File: src/design/link_consts.svh
/* Frame layout and alignment constants shared by the aligner blocks.
   FRAME_LEN must be at least 5 so that the zero run is not empty. */

`ifndef LINK_CONSTS_SVH
`define LINK_CONSTS_SVH

// Words per frame, FAW1 first and CRC2 last
`define FRAME_LEN 16

// Frame alignment words
`define FAW1_WORD 32'h000000BC
`define FAW2_WORD 32'h000000CB

// Fixed CRC patterns, no real CRC is computed
`define CRC1_WORD 32'h6A0A0000
`define CRC2_WORD 32'h6A0A6A0A

// Limits loaded at reset
`define DEF_MAX_REVIEWS 8'd4
`define DEF_MAX_RETRIES 8'd8

// Cycles the downstream datapath is held in reset
`define RESET_HOLD 16

// Rotator plus classifier depth
`define PIPE_FLUSH 3

`endif

File: src/design/link_pkg.sv
/* Types shared by the word aligner.
   State encoding is one-hot and must stay that way for the FSM checks. */

package link_pkg;

   // Alignment FSM states
   typedef enum logic [5:0] {
      FLUSH  = 6'b000001,
      CHECK  = 6'b000010,
      REVIEW = 6'b000100,
      DONE   = 6'b001000,
      FAIL   = 6'b010000,
      HOLD   = 6'b100000
   } align_state_t;

   // Label of one received word
   typedef enum logic [2:0] {
      CLS_FAW1  = 3'd0,
      CLS_FAW2  = 3'd1,
      CLS_ZERO  = 3'd2,
      CLS_CRC1  = 3'd3,
      CLS_CRC2  = 3'd4,
      CLS_OTHER = 3'd5
   } word_class_t;

   // Configuration port opcodes
   typedef enum logic [1:0] {
      OP_SET_REVIEWS = 2'd0,
      OP_SET_RETRIES = 2'd1,
      OP_REALIGN     = 2'd2,
      OP_NOP         = 2'd3
   } cfg_op_t;

endpackage

File: src/design/align_cfg_if.sv
/* Limits and realign request from the register block to the FSM,
   retry count back for status. No clock inside, both ends share clk_i. */

interface align_cfg_if;

   // Clean frames needed for lock
   logic [7:0] max_reviews;
   // Retries before a reset hold
   logic [7:0] max_retries;
   // One-cycle realign request
   logic       realign;
   // Current retry count from the FSM
   logic [7:0] retry_count;

   modport regs (
      output max_reviews,
      output max_retries,
      output realign,
      input  retry_count
   );

   modport fsm (
      input  max_reviews,
      input  max_retries,
      input  realign,
      output retry_count
   );

endinterface

File: src/design/byte_rotator.sv
/* Byte-boundary shifter. Output is combinational from data_i at nonzero
   offsets. A slip takes effect on the cycle after slip_i. */

module byte_rotator (
   input  logic        clk_i,
   input  logic        rst_n_i,
   input  logic [31:0] data_i,
   input  logic        slip_i,
   output logic [31:0] data_o,
   output logic [1:0]  offset_o
);

   logic [31:0] prev_q;
   logic [1:0]  offset_q;
   logic [63:0] window;

   always_ff @(posedge clk_i) begin
      if (!rst_n_i) begin
         prev_q   <= '0;
         offset_q <= 2'd0;
      end else begin
         prev_q <= data_i;
         // Offset wraps from 3 back to 0
         if (slip_i) begin
            offset_q <= offset_q + 2'd1;
         end
      end
   end

   // Previous word leads, its MSB byte is byte 0
   assign window = {prev_q, data_i};

   always_comb begin
      case (offset_q)
         2'd0:    data_o = window[63:32];
         2'd1:    data_o = window[55:24];
         2'd2:    data_o = window[47:16];
         default: data_o = window[39:8];
      endcase
   end

   assign offset_o = offset_q;

   // FSM must leave time between slips
   a_no_back_to_back_slip: assert property (@(posedge clk_i) disable iff (!rst_n_i)
      slip_i |=> !slip_i);

endmodule

File: src/design/word_classifier.sv
/* Two-stage word labeller, class valid two cycles after data_i.
   FAW2 ignores bit 31; anything not matching a pattern is CLS_OTHER. */

`include "link_consts.svh"

module word_classifier import link_pkg::*; (
   input  logic        clk_i,
   input  logic        rst_n_i,
   input  logic [31:0] data_i,
   output word_class_t cls_o
);

   logic        faw1_hi_q, faw1_lo_q;
   logic        faw2_hi_q, faw2_lo_q;
   logic        crc1_hi_q, crc1_lo_q;
   logic        crc2_hi_q, crc2_lo_q;
   logic        zero_hi_q, zero_lo_q;
   logic        is_faw1, is_faw2, is_crc1, is_crc2, is_zero;
   word_class_t cls_d;
   word_class_t cls_q;

   // ------------------------------------------------------------------------
   // Stage 1 per-half compares
   // ------------------------------------------------------------------------

   always_ff @(posedge clk_i) begin
      if (!rst_n_i) begin
         faw1_hi_q <= 1'b0;
         faw1_lo_q <= 1'b0;
         faw2_hi_q <= 1'b0;
         faw2_lo_q <= 1'b0;
         crc1_hi_q <= 1'b0;
         crc1_lo_q <= 1'b0;
         crc2_hi_q <= 1'b0;
         crc2_lo_q <= 1'b0;
         zero_hi_q <= 1'b0;
         zero_lo_q <= 1'b0;
      end else begin
         faw1_hi_q <= (data_i[31:16] == 16'(`FAW1_WORD >> 16));
         faw1_lo_q <= (data_i[15:0] == 16'(`FAW1_WORD));
         // Top bit of FAW2 is a don't care
         faw2_hi_q <= (data_i[30:16] == 15'(`FAW2_WORD >> 16));
         faw2_lo_q <= (data_i[15:0] == 16'(`FAW2_WORD));
         crc1_hi_q <= (data_i[31:16] == 16'(`CRC1_WORD >> 16));
         crc1_lo_q <= (data_i[15:0] == 16'(`CRC1_WORD));
         crc2_hi_q <= (data_i[31:16] == 16'(`CRC2_WORD >> 16));
         crc2_lo_q <= (data_i[15:0] == 16'(`CRC2_WORD));
         zero_hi_q <= (data_i[31:16] == 16'h0000);
         zero_lo_q <= (data_i[15:0] == 16'h0000);
      end
   end

   // ------------------------------------------------------------------------
   // Stage 2 whole-word class
   // ------------------------------------------------------------------------

   assign is_faw1 = faw1_hi_q & faw1_lo_q;
   assign is_faw2 = faw2_hi_q & faw2_lo_q;
   assign is_crc1 = crc1_hi_q & crc1_lo_q;
   assign is_crc2 = crc2_hi_q & crc2_lo_q;
   assign is_zero = zero_hi_q & zero_lo_q;

   always_comb begin
      if (is_faw1) begin
         cls_d = CLS_FAW1;
      end else if (is_faw2) begin
         cls_d = CLS_FAW2;
      end else if (is_crc1) begin
         cls_d = CLS_CRC1;
      end else if (is_crc2) begin
         cls_d = CLS_CRC2;
      end else if (is_zero) begin
         cls_d = CLS_ZERO;
      end else begin
         cls_d = CLS_OTHER;
      end
   end

   always_ff @(posedge clk_i) begin
      if (!rst_n_i) begin
         cls_q <= CLS_OTHER;
      end else begin
         cls_q <= cls_d;
      end
   end

   assign cls_o = cls_q;

   // Patterns are disjoint so the priority order above never matters
   a_single_match: assert property (@(posedge clk_i) disable iff (!rst_n_i)
      $onehot0({is_faw1, is_faw2, is_crc1, is_crc2, is_zero}));

endmodule

File: src/design/align_fsm.sv
/* Hunt and review FSM. CHECK gives up after two frames without FAW1.
   Lock needs max_reviews clean frames counted from the FAW1 word. */

`include "link_consts.svh"

module align_fsm import link_pkg::*; (
   input  logic         clk_i,
   input  logic         rst_n_i,
   input  word_class_t  cls_i,
   align_cfg_if.fsm     cfg,
   output logic         slip_o,
   output logic         align_done_o,
   output logic         rx_datapath_resetn_o
);

   align_state_t state_q;
   align_state_t state_d;
   logic [7:0]   timer_q;
   logic [7:0]   slot_q;
   logic [7:0]   clean_q;
   logic [7:0]   clean_next;
   logic [7:0]   retry_q;
   logic [7:0]   retry_next;
   word_class_t  expect_cls;
   logic         slot_ok;
   logic         frame_end;

   // Expected label for a slot, slot 0 being FAW1
   function automatic word_class_t slot_class(input logic [7:0] slot);
      word_class_t cls;
      if (slot == 8'd0) begin
         cls = CLS_FAW1;
      end else if (slot == 8'd1) begin
         cls = CLS_FAW2;
      end else if (slot == 8'(`FRAME_LEN - 2)) begin
         cls = CLS_CRC1;
      end else if (slot == 8'(`FRAME_LEN - 1)) begin
         cls = CLS_CRC2;
      end else begin
         cls = CLS_ZERO;
      end
      return cls;
   endfunction

   assign expect_cls = slot_class(slot_q);
   assign slot_ok    = (cls_i == expect_cls);
   assign frame_end  = (slot_q == 8'(`FRAME_LEN - 1));
   assign clean_next = clean_q + 8'd1;
   assign retry_next = retry_q + 8'd1;

   // ------------------------------------------------------------------------
   // Next state
   // ------------------------------------------------------------------------

   always_comb begin
      state_d = state_q;
      unique case (state_q)
         FLUSH: begin
            if (timer_q == 8'(`PIPE_FLUSH - 1)) begin
               state_d = CHECK;
            end
         end
         CHECK: begin
            // Two frames with no FAW1 means a wrong offset
            if (cls_i == CLS_FAW1) begin
               state_d = REVIEW;
            end else if (timer_q == 8'(2 * `FRAME_LEN - 1)) begin
               state_d = FAIL;
            end
         end
         REVIEW: begin
            if (cfg.realign || !slot_ok) begin
               state_d = FAIL;
            end else if (frame_end && clean_next >= cfg.max_reviews) begin
               state_d = DONE;
            end
         end
         DONE: begin
            if (cfg.realign) begin
               state_d = FAIL;
            end
         end
         FAIL: begin
            state_d = (retry_next >= cfg.max_retries) ? HOLD : FLUSH;
         end
         HOLD: begin
            if (timer_q == 8'(`RESET_HOLD - 1)) begin
               state_d = FLUSH;
            end
         end
         default: state_d = FLUSH;
      endcase
   end

   // ------------------------------------------------------------------------
   // State, counters and registered outputs
   // ------------------------------------------------------------------------

   always_ff @(posedge clk_i) begin
      if (!rst_n_i) begin
         state_q              <= FLUSH;
         timer_q              <= 8'd0;
         slot_q               <= 8'd0;
         clean_q              <= 8'd0;
         retry_q              <= 8'd0;
         align_done_o         <= 1'b0;
         rx_datapath_resetn_o <= 1'b1;
      end else begin
         state_q <= state_d;

         // Restarts on every state change, free running in REVIEW and DONE
         timer_q <= (state_d != state_q) ? 8'd0 : timer_q + 8'd1;

         // FAW1 seen in CHECK is slot 0, so REVIEW starts at slot 1
         if (state_q == CHECK) begin
            slot_q <= 8'd1;
         end else if (state_q == REVIEW) begin
            slot_q <= frame_end ? 8'd0 : slot_q + 8'd1;
         end

         if (state_q != REVIEW) begin
            clean_q <= 8'd0;
         end else if (frame_end && slot_ok) begin
            clean_q <= clean_next;
         end

         if (state_q == HOLD) begin
            retry_q <= 8'd0;
         end else if (state_q == FAIL) begin
            retry_q <= retry_next;
         end

         align_done_o         <= (state_q == DONE);
         rx_datapath_resetn_o <= (state_q != HOLD);
      end
   end

   assign slip_o          = (state_q == FAIL);
   assign cfg.retry_count = retry_q;

   a_state_onehot: assert property (@(posedge clk_i) disable iff (!rst_n_i)
      $onehot(state_q));

   // A slip only ever follows a failed hunt, review or realign
   a_slip_after_check: assert property (@(posedge clk_i) disable iff (!rst_n_i)
      slip_o |-> $past(state_q) inside {CHECK, REVIEW, DONE});

endmodule

File: src/design/align_cfg_regs.sv
/* Configuration registers written by a single-cycle strobe.
   Limits of 0 are stored as 1. Status lags the FSM count by one cycle. */

`include "link_consts.svh"

module align_cfg_regs import link_pkg::*; (
   input  logic        clk_i,
   input  logic        rst_n_i,
   input  logic        cfg_we_i,
   input  cfg_op_t     cfg_op_i,
   input  logic [7:0]  cfg_wdata_i,
   align_cfg_if.regs   cfg,
   output logic [7:0]  retry_count_o
);

   logic [7:0] max_reviews_q;
   logic [7:0] max_retries_q;
   logic       realign_q;
   logic [7:0] retry_count_q;
   logic [7:0] wdata_min1;

   // A zero limit would never let the FSM leave REVIEW or FAIL cleanly
   assign wdata_min1 = (cfg_wdata_i == 8'd0) ? 8'd1 : cfg_wdata_i;

   always_ff @(posedge clk_i) begin
      if (!rst_n_i) begin
         max_reviews_q <= `DEF_MAX_REVIEWS;
         max_retries_q <= `DEF_MAX_RETRIES;
         realign_q     <= 1'b0;
         retry_count_q <= 8'd0;
      end else begin
         realign_q     <= 1'b0;
         retry_count_q <= cfg.retry_count;
         if (cfg_we_i) begin
            case (cfg_op_i)
               OP_SET_REVIEWS: max_reviews_q <= wdata_min1;
               OP_SET_RETRIES: max_retries_q <= wdata_min1;
               OP_REALIGN:     realign_q     <= 1'b1;
               OP_NOP:         ;
               default:        ;
            endcase
         end
      end
   end

   assign cfg.max_reviews = max_reviews_q;
   assign cfg.max_retries = max_retries_q;
   assign cfg.realign     = realign_q;
   assign retry_count_o   = retry_count_q;

endmodule

File: src/design/comma_align_top.sv
/* Receive word aligner. Status is on plain ports, no register read path.
   rx_datapath_resetn_o is meant for the logic behind this block. */

module comma_align_top import link_pkg::*; (
   input  logic        clk_i,
   input  logic        rst_n_i,
   input  logic [31:0] rx_data_i,
   input  logic        cfg_we_i,
   input  logic [1:0]  cfg_op_i,
   input  logic [7:0]  cfg_wdata_i,
   output logic        align_done_o,
   output logic        rx_datapath_resetn_o,
   output logic [1:0]  byte_offset_o,
   output logic [7:0]  retry_count_o
);

   logic [31:0] rot_data;
   logic        slip;
   word_class_t cls;

   align_cfg_if i_cfg_if ();

   byte_rotator i_byte_rotator (
      .clk_i    (clk_i),
      .rst_n_i  (rst_n_i),
      .data_i   (rx_data_i),
      .slip_i   (slip),
      .data_o   (rot_data),
      .offset_o (byte_offset_o)
   );

   word_classifier i_word_classifier (
      .clk_i   (clk_i),
      .rst_n_i (rst_n_i),
      .data_i  (rot_data),
      .cls_o   (cls)
   );

   align_fsm i_align_fsm (
      .clk_i                (clk_i),
      .rst_n_i              (rst_n_i),
      .cls_i                (cls),
      .cfg                  (i_cfg_if.fsm),
      .slip_o               (slip),
      .align_done_o         (align_done_o),
      .rx_datapath_resetn_o (rx_datapath_resetn_o)
   );

   align_cfg_regs i_align_cfg_regs (
      .clk_i         (clk_i),
      .rst_n_i       (rst_n_i),
      .cfg_we_i      (cfg_we_i),
      .cfg_op_i      (cfg_op_t'(cfg_op_i)),
      .cfg_wdata_i   (cfg_wdata_i),
      .cfg           (i_cfg_if.regs),
      .retry_count_o (retry_count_o)
   );

endmodule

File: config.mk
export PLATFORM = sky130hd
export DESIGN_NAME = comma_align_top
export DESIGN_NICKNAME = d
export VERILOG_FILES = /design/src/design/link_pkg.sv /design/src/design/align_cfg_if.sv /design/src/design/byte_rotator.sv /design/src/design/word_classifier.sv /design/src/design/align_fsm.sv /design/src/design/align_cfg_regs.sv /design/src/design/comma_align_top.sv
export VERILOG_INCLUDE_DIRS = /design/src /design/src/design
export SDC_FILE = /design/constraint.sdc
export NUM_CORES = 1
export LEC_CHECK = 0
export BUFFER_PORTS_ARGS = -buffer_cell sky130_fd_sc_hd__buf_2
export CAP_MARGIN = 20
export CORE_ASPECT_RATIO = 0.7
export CORE_MARGIN = 3
export CORE_UTILIZATION = 25
export CTS_CLUSTER_DIAMETER = 150
export DETAILED_ROUTE_END_ITERATION = 12
export GPL_ROUTABILITY_DRIVEN = 0
export PLACE_DENSITY = 0.42
export SYNTH_ARGS = -nofsm -noshare
export SYNTH_HDL_FRONTEND = slang
export SYNTH_SLANG_ARGS = --single-unit
export TNS_END_PERCENT = 50
File: constraint.sdc
create_clock -name clk_i -period 3.43 [get_ports clk_i]
set_input_delay 1.029 -clock clk_i [delete_from_list [all_inputs] [get_ports clk_i]]
set_output_delay 1.029 -clock clk_i [all_outputs]
set_load 0.05 [all_outputs]
==> qor.yml, run 1 <==
outcome:
  status: "finished, final reports clean"
logic_synthesis:
  synth_seq_cells: 109
  synth_edf_count: 0
  yosys.area_share.simple_pct: 25.0
  synthXorXnorAreaFrac_pct: 6.85
  synth_async_sr_flop_share_pct: 0
  syn_area_um2: 5370
  synthDistinctLibCells: 57
  synth_cells: 607
  synth.area.mux_share_pct: 1.68
  synthFlopType: "dfxtp_1"
  syn_avg_cell_area_um2: 8.85
  yosysWarnings: 0
  syn_nets: 680
  synth_top_family_by_area: "simple AND/OR/NAND/NOR gates"
  seq_area_frac_synth_pct: 40.6
  synth_compound_gate_area_share_pct: 15.4
  synthAdderAreaFrac_pct: 6.52
floorplan:
  rows: 44
  die_h_um: 129
  core_area_um2: 20900
  die_w_um: 181
  dieArea_um2: 23300
  io_pins: 57
  start_util_pct: 25.7
setup_path:
  crit_top_cell: "o21ai_0"
  path_class: "reg -> reg"
  slowest_stage: "o21ai_1"
  reg2reg_from: "i_align_fsm.cfg.retry_count[2]"
  cp.required_ns: 3.64
  crit_buf_inv: 0
  cp_cell_sequence: "and3_1, nand3_1, nor2_1, xor2_1, ha_1, a211oi_1, o21ai_0, o221ai_1, o21ai_0, o21ai_1, nor3_1"
  r2r_end: "i_align_fsm.timer_q[5]"
  endpoint_kind: "register"
  r2r_cells: 11
  startpoint: "i_align_fsm.cfg.retry_count[2]"
  reg2reg_setup_slack_ns: 0.47
  crit_arrival_ns: 3.17
  crit_family: "compound AO/OA/AOI/OAI gates"
  slowest_delay_ns: 0.49
  crit_fanout: 8
  cp-start-kind: "register"
global_route:
  gr-total-overflow: 0
  grt.total_usage_pct: 11.7
  grt_pass1_vias: 4226
  grt_pass1_wl_um: 22200
  grt_start_max_net_pins: 49
  grt_antenna_before_repair: 0
route:
  vias_per_cell: 4.81
  num_vias: 4495
  routedWlPerCell_um: 14.6
  firstDrtPassIters: 5
  ant_nets: 0
  wl_met1_um: 7060
  route.final.wire_length_um: 13600
  wl_met2_um: 5730
  highest_layer: "met4"
  met3_length_um: 619
  drt_iter0_drc: 336
  drcViolationCount: 0
sta:
  hold_viol_final: 0
  min_period_ns: 2.96
  fin_setup_tns_ns: 0
  post-route-period-util_pct: 86.3
  worst_slew_pin_slew_ns: 0.887
  slew_violations: 0
  relSlewSlack_pct: 40.9
  max_freq_ghz: 0.338
  rsz0062_at_grt: "false"
  setup_viol: 0
  clock_skew_ns: 0.0117
cts:
  clockRootBuffer: "clkbuf_16"
  clk_latency_ns: 0.35
  cts_setup_buffers: 0
  postCtsResizedCells: 0
  cts_buffer_depth: 2
  ctsHoldBuffers: 0
  clock-sinks: 109
  cts_tree: "done"
  cts.clk_slew.worst_paths_ns: 0.07
  htree_num_levels: 3
  cts_made_buffers: 9
pwr:
  ir_worst_vdd_v: 0.000247
  power.total_uw: 2770
  leakage_uw: 0.00250
  pwr_density_cell_nw_per_um2: 443
worst_hold_path:
  min_to: "i_word_classifier.cls_o[1]"
  min_from: "i_word_classifier.faw1_lo_q"
  worstHoldPathCells: 1
  hp-class: "reg -> reg"
placed_design:
  place_inst: 919
  dpl.hpwl_um: 10300
  io_buffers: 56
cells_and_area:
  multiInputGateArea_um2: 2980
  fillers: 2259
  syn2layout_area_growth_pct: 16.3
  fin_nets: 727
  seq_area_um2: 2180
  drive_gt1_share_pct: 12.9
  num_antenna_cells: 0
  stdcell_count: 935
flow_run:
  drv_cap: 0
[registers in the layout, summed over array words and instances, names as in the netlist, 2 cells and up]
name / count
i_byte_rotator.prev_q: 32
i_align_cfg_regs.cfg.max_retries: 8
i_align_cfg_regs.cfg.max_reviews: 8
i_align_cfg_regs.retry_count_o: 8
i_align_fsm.cfg.retry_count: 8
i_align_fsm.clean_q: 8
i_align_fsm.slot_q: 8
i_align_fsm.timer_q: 8
i_align_fsm.state_q: 6
i_word_classifier.cls_o: 3
i_byte_rotator.offset_o: 2
[how the worst max path moves through the flow]
stage,slack (ns),to,depth (start not counted)
floorplan,0.84,i_align_fsm.timer_q[2],11
global placement,0.65,i_align_fsm.timer_q[6],11
detailed placement,0.53,i_align_fsm.timer_q[5],11
CTS,0.50,i_align_fsm.timer_q[5],11
global route,0.16,i_align_fsm.timer_q[5],11
finish,0.47,i_align_fsm.timer_q[5],11
[cells in the final DEF (no fill, tap or decap), drive strengths merged, types with 22 or more instances in the layout]
cell | synthesis | routed
dfxtp | 109 | 109
buf | 3 | 62
nor2 | 55 | 55
nand2 | 43 | 43
and2 | 42 | 42
xor2 | 29 | 29
ha | 28 | 28
inv | 27 | 27
a21oi | 24 | 24
nor3 | 23 | 23
o21ai | 22 | 22
[routing by layer]
layer / up-vias / track usage, %
met2: 100 / 17.3
met4: 0 / 3.72
met1: 2117 / 16.9
met5: - / 0
met3: 15 / 2.77
li1: 2263 / -
[logic make-up after synthesis]
family,after synthesis
AND/OR/NAND/NOR,252
buffers and inverters,54
adder cells (fa/ha/maj),28
flip-flops,109
AO/OA/AOI/OAI,113
XOR/XNOR,42
multiplexers,9
[cells in the mapped netlist, drive strengths merged (2+ instances only)]
cell type | number | area [um^2]
o2111ai | 2 | 17.5
o21ai | 22 | 110
a311o | 2 | 20.0
xor2 | 29 | 254
nand4 | 11 | 68.8
inv | 27 | 101
a21oi | 24 | 120
nor4 | 12 | 90.1
and4b | 3 | 30.0
o21a | 2 | 15.0
and3 | 10 | 62.6
ha | 28 | 350
nor3 | 23 | 125
nor2 | 55 | 206
mux2i | 9 | 90.1
nor3b | 4 | 30.0
buf | 3 | 21.3
and2 | 42 | 263
clkbuf | 23 | 86.3
nand4b | 2 | 17.5
dfxtp | 109 | 2180
a222oi | 18 | 180
a21o | 3 | 22.5
a211oi | 4 | 30.0
nor2b | 14 | 87.6
a21boi | 5 | 37.5
nand2b | 6 | 37.5
o211ai | 5 | 51.3
a31oi | 6 | 37.5
o41ai | 6 | 52.6
xnor2 | 13 | 114
nand2 | 43 | 161
or4 | 2 | 18.8
o31ai | 5 | 37.5
nand3 | 20 | 100
[power breakdown]
part           internal (uW)  switching, uW
combinational            125            186
clock                    596            492
sequential              1310           51.8
total                   2040            730
[area by class of cell]
type,count,share of cell area [%]
clock buffers,11,3.88
clock inverters,5,1.14
inverters,28,1.68
multi-input cells,444,47.6
flip-flops and latches,109,34.9
well taps,276,5.53
repair buffers,62,5.21
[through the flow]
step	setup WS (ns)	hold slack [ns]	area, um^2	utilization (%)
2_1_floorplan	0.845	0.432	5370	-
3_3_place_gp	0.650	0.481	5940	28.4
3_5_place_dp	0.530	0.474	5940	28.4
4_1_cts	0.499	0.495	6250	29.9
5_1_grt	0.155	0.535	6250	29.9
6_report	0.470	0.496	6250	29.9
[worst reg2reg max path, stage by stage, from the launching register on]
cell	delay, ns
dfxtp_1	0.41
and3_1	0.25
nand3_1	0.17
nor2_1	0.17
xor2_1	0.18
ha_1	0.26
a211oi_1	0.20
o21ai_0	0.12
o221ai_1	0.28
o21ai_0	0.18
o21ai_1	0.49
nor3_1	0.12
(Power assumes the default switching activity.)
==> inputs of run 2 (changes only) <==
--- a/config.mk
+++ b/config.mk
@@ -11,9 +11,9 @@
 export CORE_ASPECT_RATIO = 0.7
 export CORE_MARGIN = 3
 export CORE_UTILIZATION = 25
-export CTS_CLUSTER_DIAMETER = 150
 export DETAILED_ROUTE_END_ITERATION = 12
 export GPL_ROUTABILITY_DRIVEN = 0
+export GPL_TIMING_DRIVEN = 0
 export PLACE_DENSITY = 0.42
 export SYNTH_ARGS = -nofsm -noshare
 export SYNTH_HDL_FRONTEND = slang
==> run 2 against run 1 <==
Flip-flop and latch count unchanged. Die area unchanged. Power decreased by 3.7%. Via count increased by 3.6%. Maximum frequency is 2.5% higher. Sequential share of layout area fell by 0.13 points. Wire length rose by 9.0%. Clock power shrank 11%. Critical endpoint unchanged. Largest cell class unchanged. Highest routed layer unchanged.
==> qor.yml, run 2 (synthesis gave the netlist of run 1 again) <==
cts:
  cts_tree: "done"
  clk_latency_ns: 0.36  # about the same
  clock-sinks: 109  # unchanged
  htree_num_levels: 3  # unchanged
  cts_made_buffers: 9  # unchanged
  cts_buffer_depth: 2  # unchanged
  clockRootBuffer: "clkbuf_16"
  cts.clk_slew.worst_paths_ns: 0.07  # about the same
  postCtsResizedCells: 0  # unchanged
  cts_setup_buffers: 0  # unchanged
  ctsHoldBuffers: 0  # unchanged
cells_and_area:
  syn2layout_area_growth_pct: 16.7
  drive_gt1_share_pct: 12.1  # -0.82 points
  final_common_cell: "dfxtp_1"
  num_antenna_cells: 0  # unchanged
  fillers: 2235  # -1.1%
  largest_reg_flops: 32  # unchanged
  most-common-layout-cells: "dfxtp_1, buf_2, nor2_1"
  largest-register: "i_byte_rotator.prev_q"
  fin_nets: 747  # +2.8%
flow_run:
  drv_cap: 0  # unchanged
global_route:
  grt_start_max_net_pins: 18  # -63%
  grt_pass1_vias: 4641  # +9.8%
  grt.total_usage_pct: 13.1  # +1.4 points
  grt_pass1_wl_um: 24500  # +10%
  gr-total-overflow: 0  # unchanged
  grt_antenna_before_repair: 0  # unchanged
setup_path:
  crit_arrival_ns: 3.12  # -0.05 ns
  cp-start-kind: "register"
  path_class: "reg -> reg"
  crit_fanout: 8  # unchanged
  cp.required_ns: 3.66  # +0.02 ns
  endpoint_kind: "register"
route:
  vias_per_cell: 4.88  # +1.4%
  routedWlPerCell_um: 15.6  # +6.7%
  num_vias: 4656  # +3.6%
  ant_nets: 0  # unchanged
  route.final.wire_length_um: 14900  # +9.0%
  drcViolationCount: 0  # unchanged
  firstDrtPassIters: 8  # +3
  drt_iter0_drc: 475  # +41%
sta:
  relSlewSlack_pct: 41.5  # +0.62 points
  holdWs_ns: 0.484  # -0.0121 ns
  fin_ws_ns: 0.541  # +0.0716 ns
  post-route-period-util_pct: 84.2  # -2.1 points
  slew_violations: 0  # unchanged
  max_freq_ghz: 0.346  # +2.5%
  worst_slew_pin_slew_ns: 0.876  # -0.0112 ns
  min_period_ns: 2.89  # -0.0716 ns
  rsz0062_at_grt: "false"
  setup_viol: 0  # unchanged
  hold_viol_final: 0  # unchanged
  fin_setup_tns_ns: 0  # unchanged
  clock_skew_ns: 0.00918  # -0.00256 ns
pwr:
  leakage_uw: 0.00249  # -0.26%
  power.total_uw: 2660  # -3.7%
  ir_worst_vdd_v: 0.000287  # +16%
  pwr_density_cell_nw_per_um2: 425  # -4.0%
placed_design:
  dpl.hpwl_um: 11500  # +11%
  io_buffers: 56  # unchanged
  preCtsSetupSlack_ns: 0.353  # -0.177 ns
floorplan:
  core_area_um2: 20900  # unchanged
  dieArea_um2: 23300  # unchanged
  start_util_pct: 25.7  # unchanged
  die_w_um: 181  # unchanged
  rows: 44  # unchanged
  io_pins: 57  # unchanged
  die_h_um: 129  # unchanged
worst_hold_path:
  hp-class: "reg -> reg"
outcome:
  status: "finished, final reports clean"
-- run 2: worst paths after layout --
kind / cells past startpoint / slack [ns] / to / start
worst max-delay path: 11 / 0.54 / i_align_fsm.timer_q[5] / i_align_fsm.clean_q[2]
worst min-delay path: 1 / 0.48 / i_align_fsm.timer_q[0] / i_align_fsm.timer_q[0]
worst max register to register: 11 / 0.54 / i_align_fsm.timer_q[5] / i_align_fsm.clean_q[2]
worst min register to register: 1 / 0.48 / i_align_fsm.timer_q[0] / i_align_fsm.timer_q[0]
-- run 2: through the flow --
| step | area, um^2 | instances | util [%] |
|---|---|---|---|
| after floorplan | 5370 | 607 | - |
| after global placement | 6000 | 939 | 28.7 |
| after detailed placement | 6000 | 939 | 28.7 |
| after CTS | 6270 | 955 | 30.0 |
| after global routing | 6270 | 955 | 30.0 |
| final | 6270 | 955 | 30.0 |
-- run 2: final cells by class --
class | count | area, um^2 | share of cell area, %
well taps | 276 | 345 | 5.51
multi-input cells | 444 | 2980 | 47.5
repair buffers | 56 | 280 | 4.47
inverters | 28 | 105 | 1.68
flip-flops and latches | 109 | 2180 | 34.8
plain buffers | 26 | 108 | 1.72
clock inverters | 5 | 37.5 | 0.598
clock buffers | 11 | 233 | 3.71
-- run 2: per-layer routing --
metal	vias to the layer above	wire, um	part of all wire (%)	GRT usage (%)
met4	0	174	1.2	3.36
met1	2178	7630	51	18.7
met5	-	0	0	0
met2	158	6100	41	19.4
met3	16	956	6.4	3.76
li1	2304	-	-	-
-- run 2: report_power, final --
part	switching (uW)	internal, uW
combinational	213	129
clock	475	495
sequential	37.9	1310
-- run 2: critical path, cell delays in order, from the launching register on --
cell      delay, ns
dfxtp_1        0.40
and3_1         0.24
and3_1         0.23
nand3_1        0.12
xnor2_1        0.15
ha_1           0.33
o211ai_1       0.13
a211oi_1       0.31
nand3_1        0.11
or4_4          0.46
o211ai_4       0.16
nor3_1         0.11
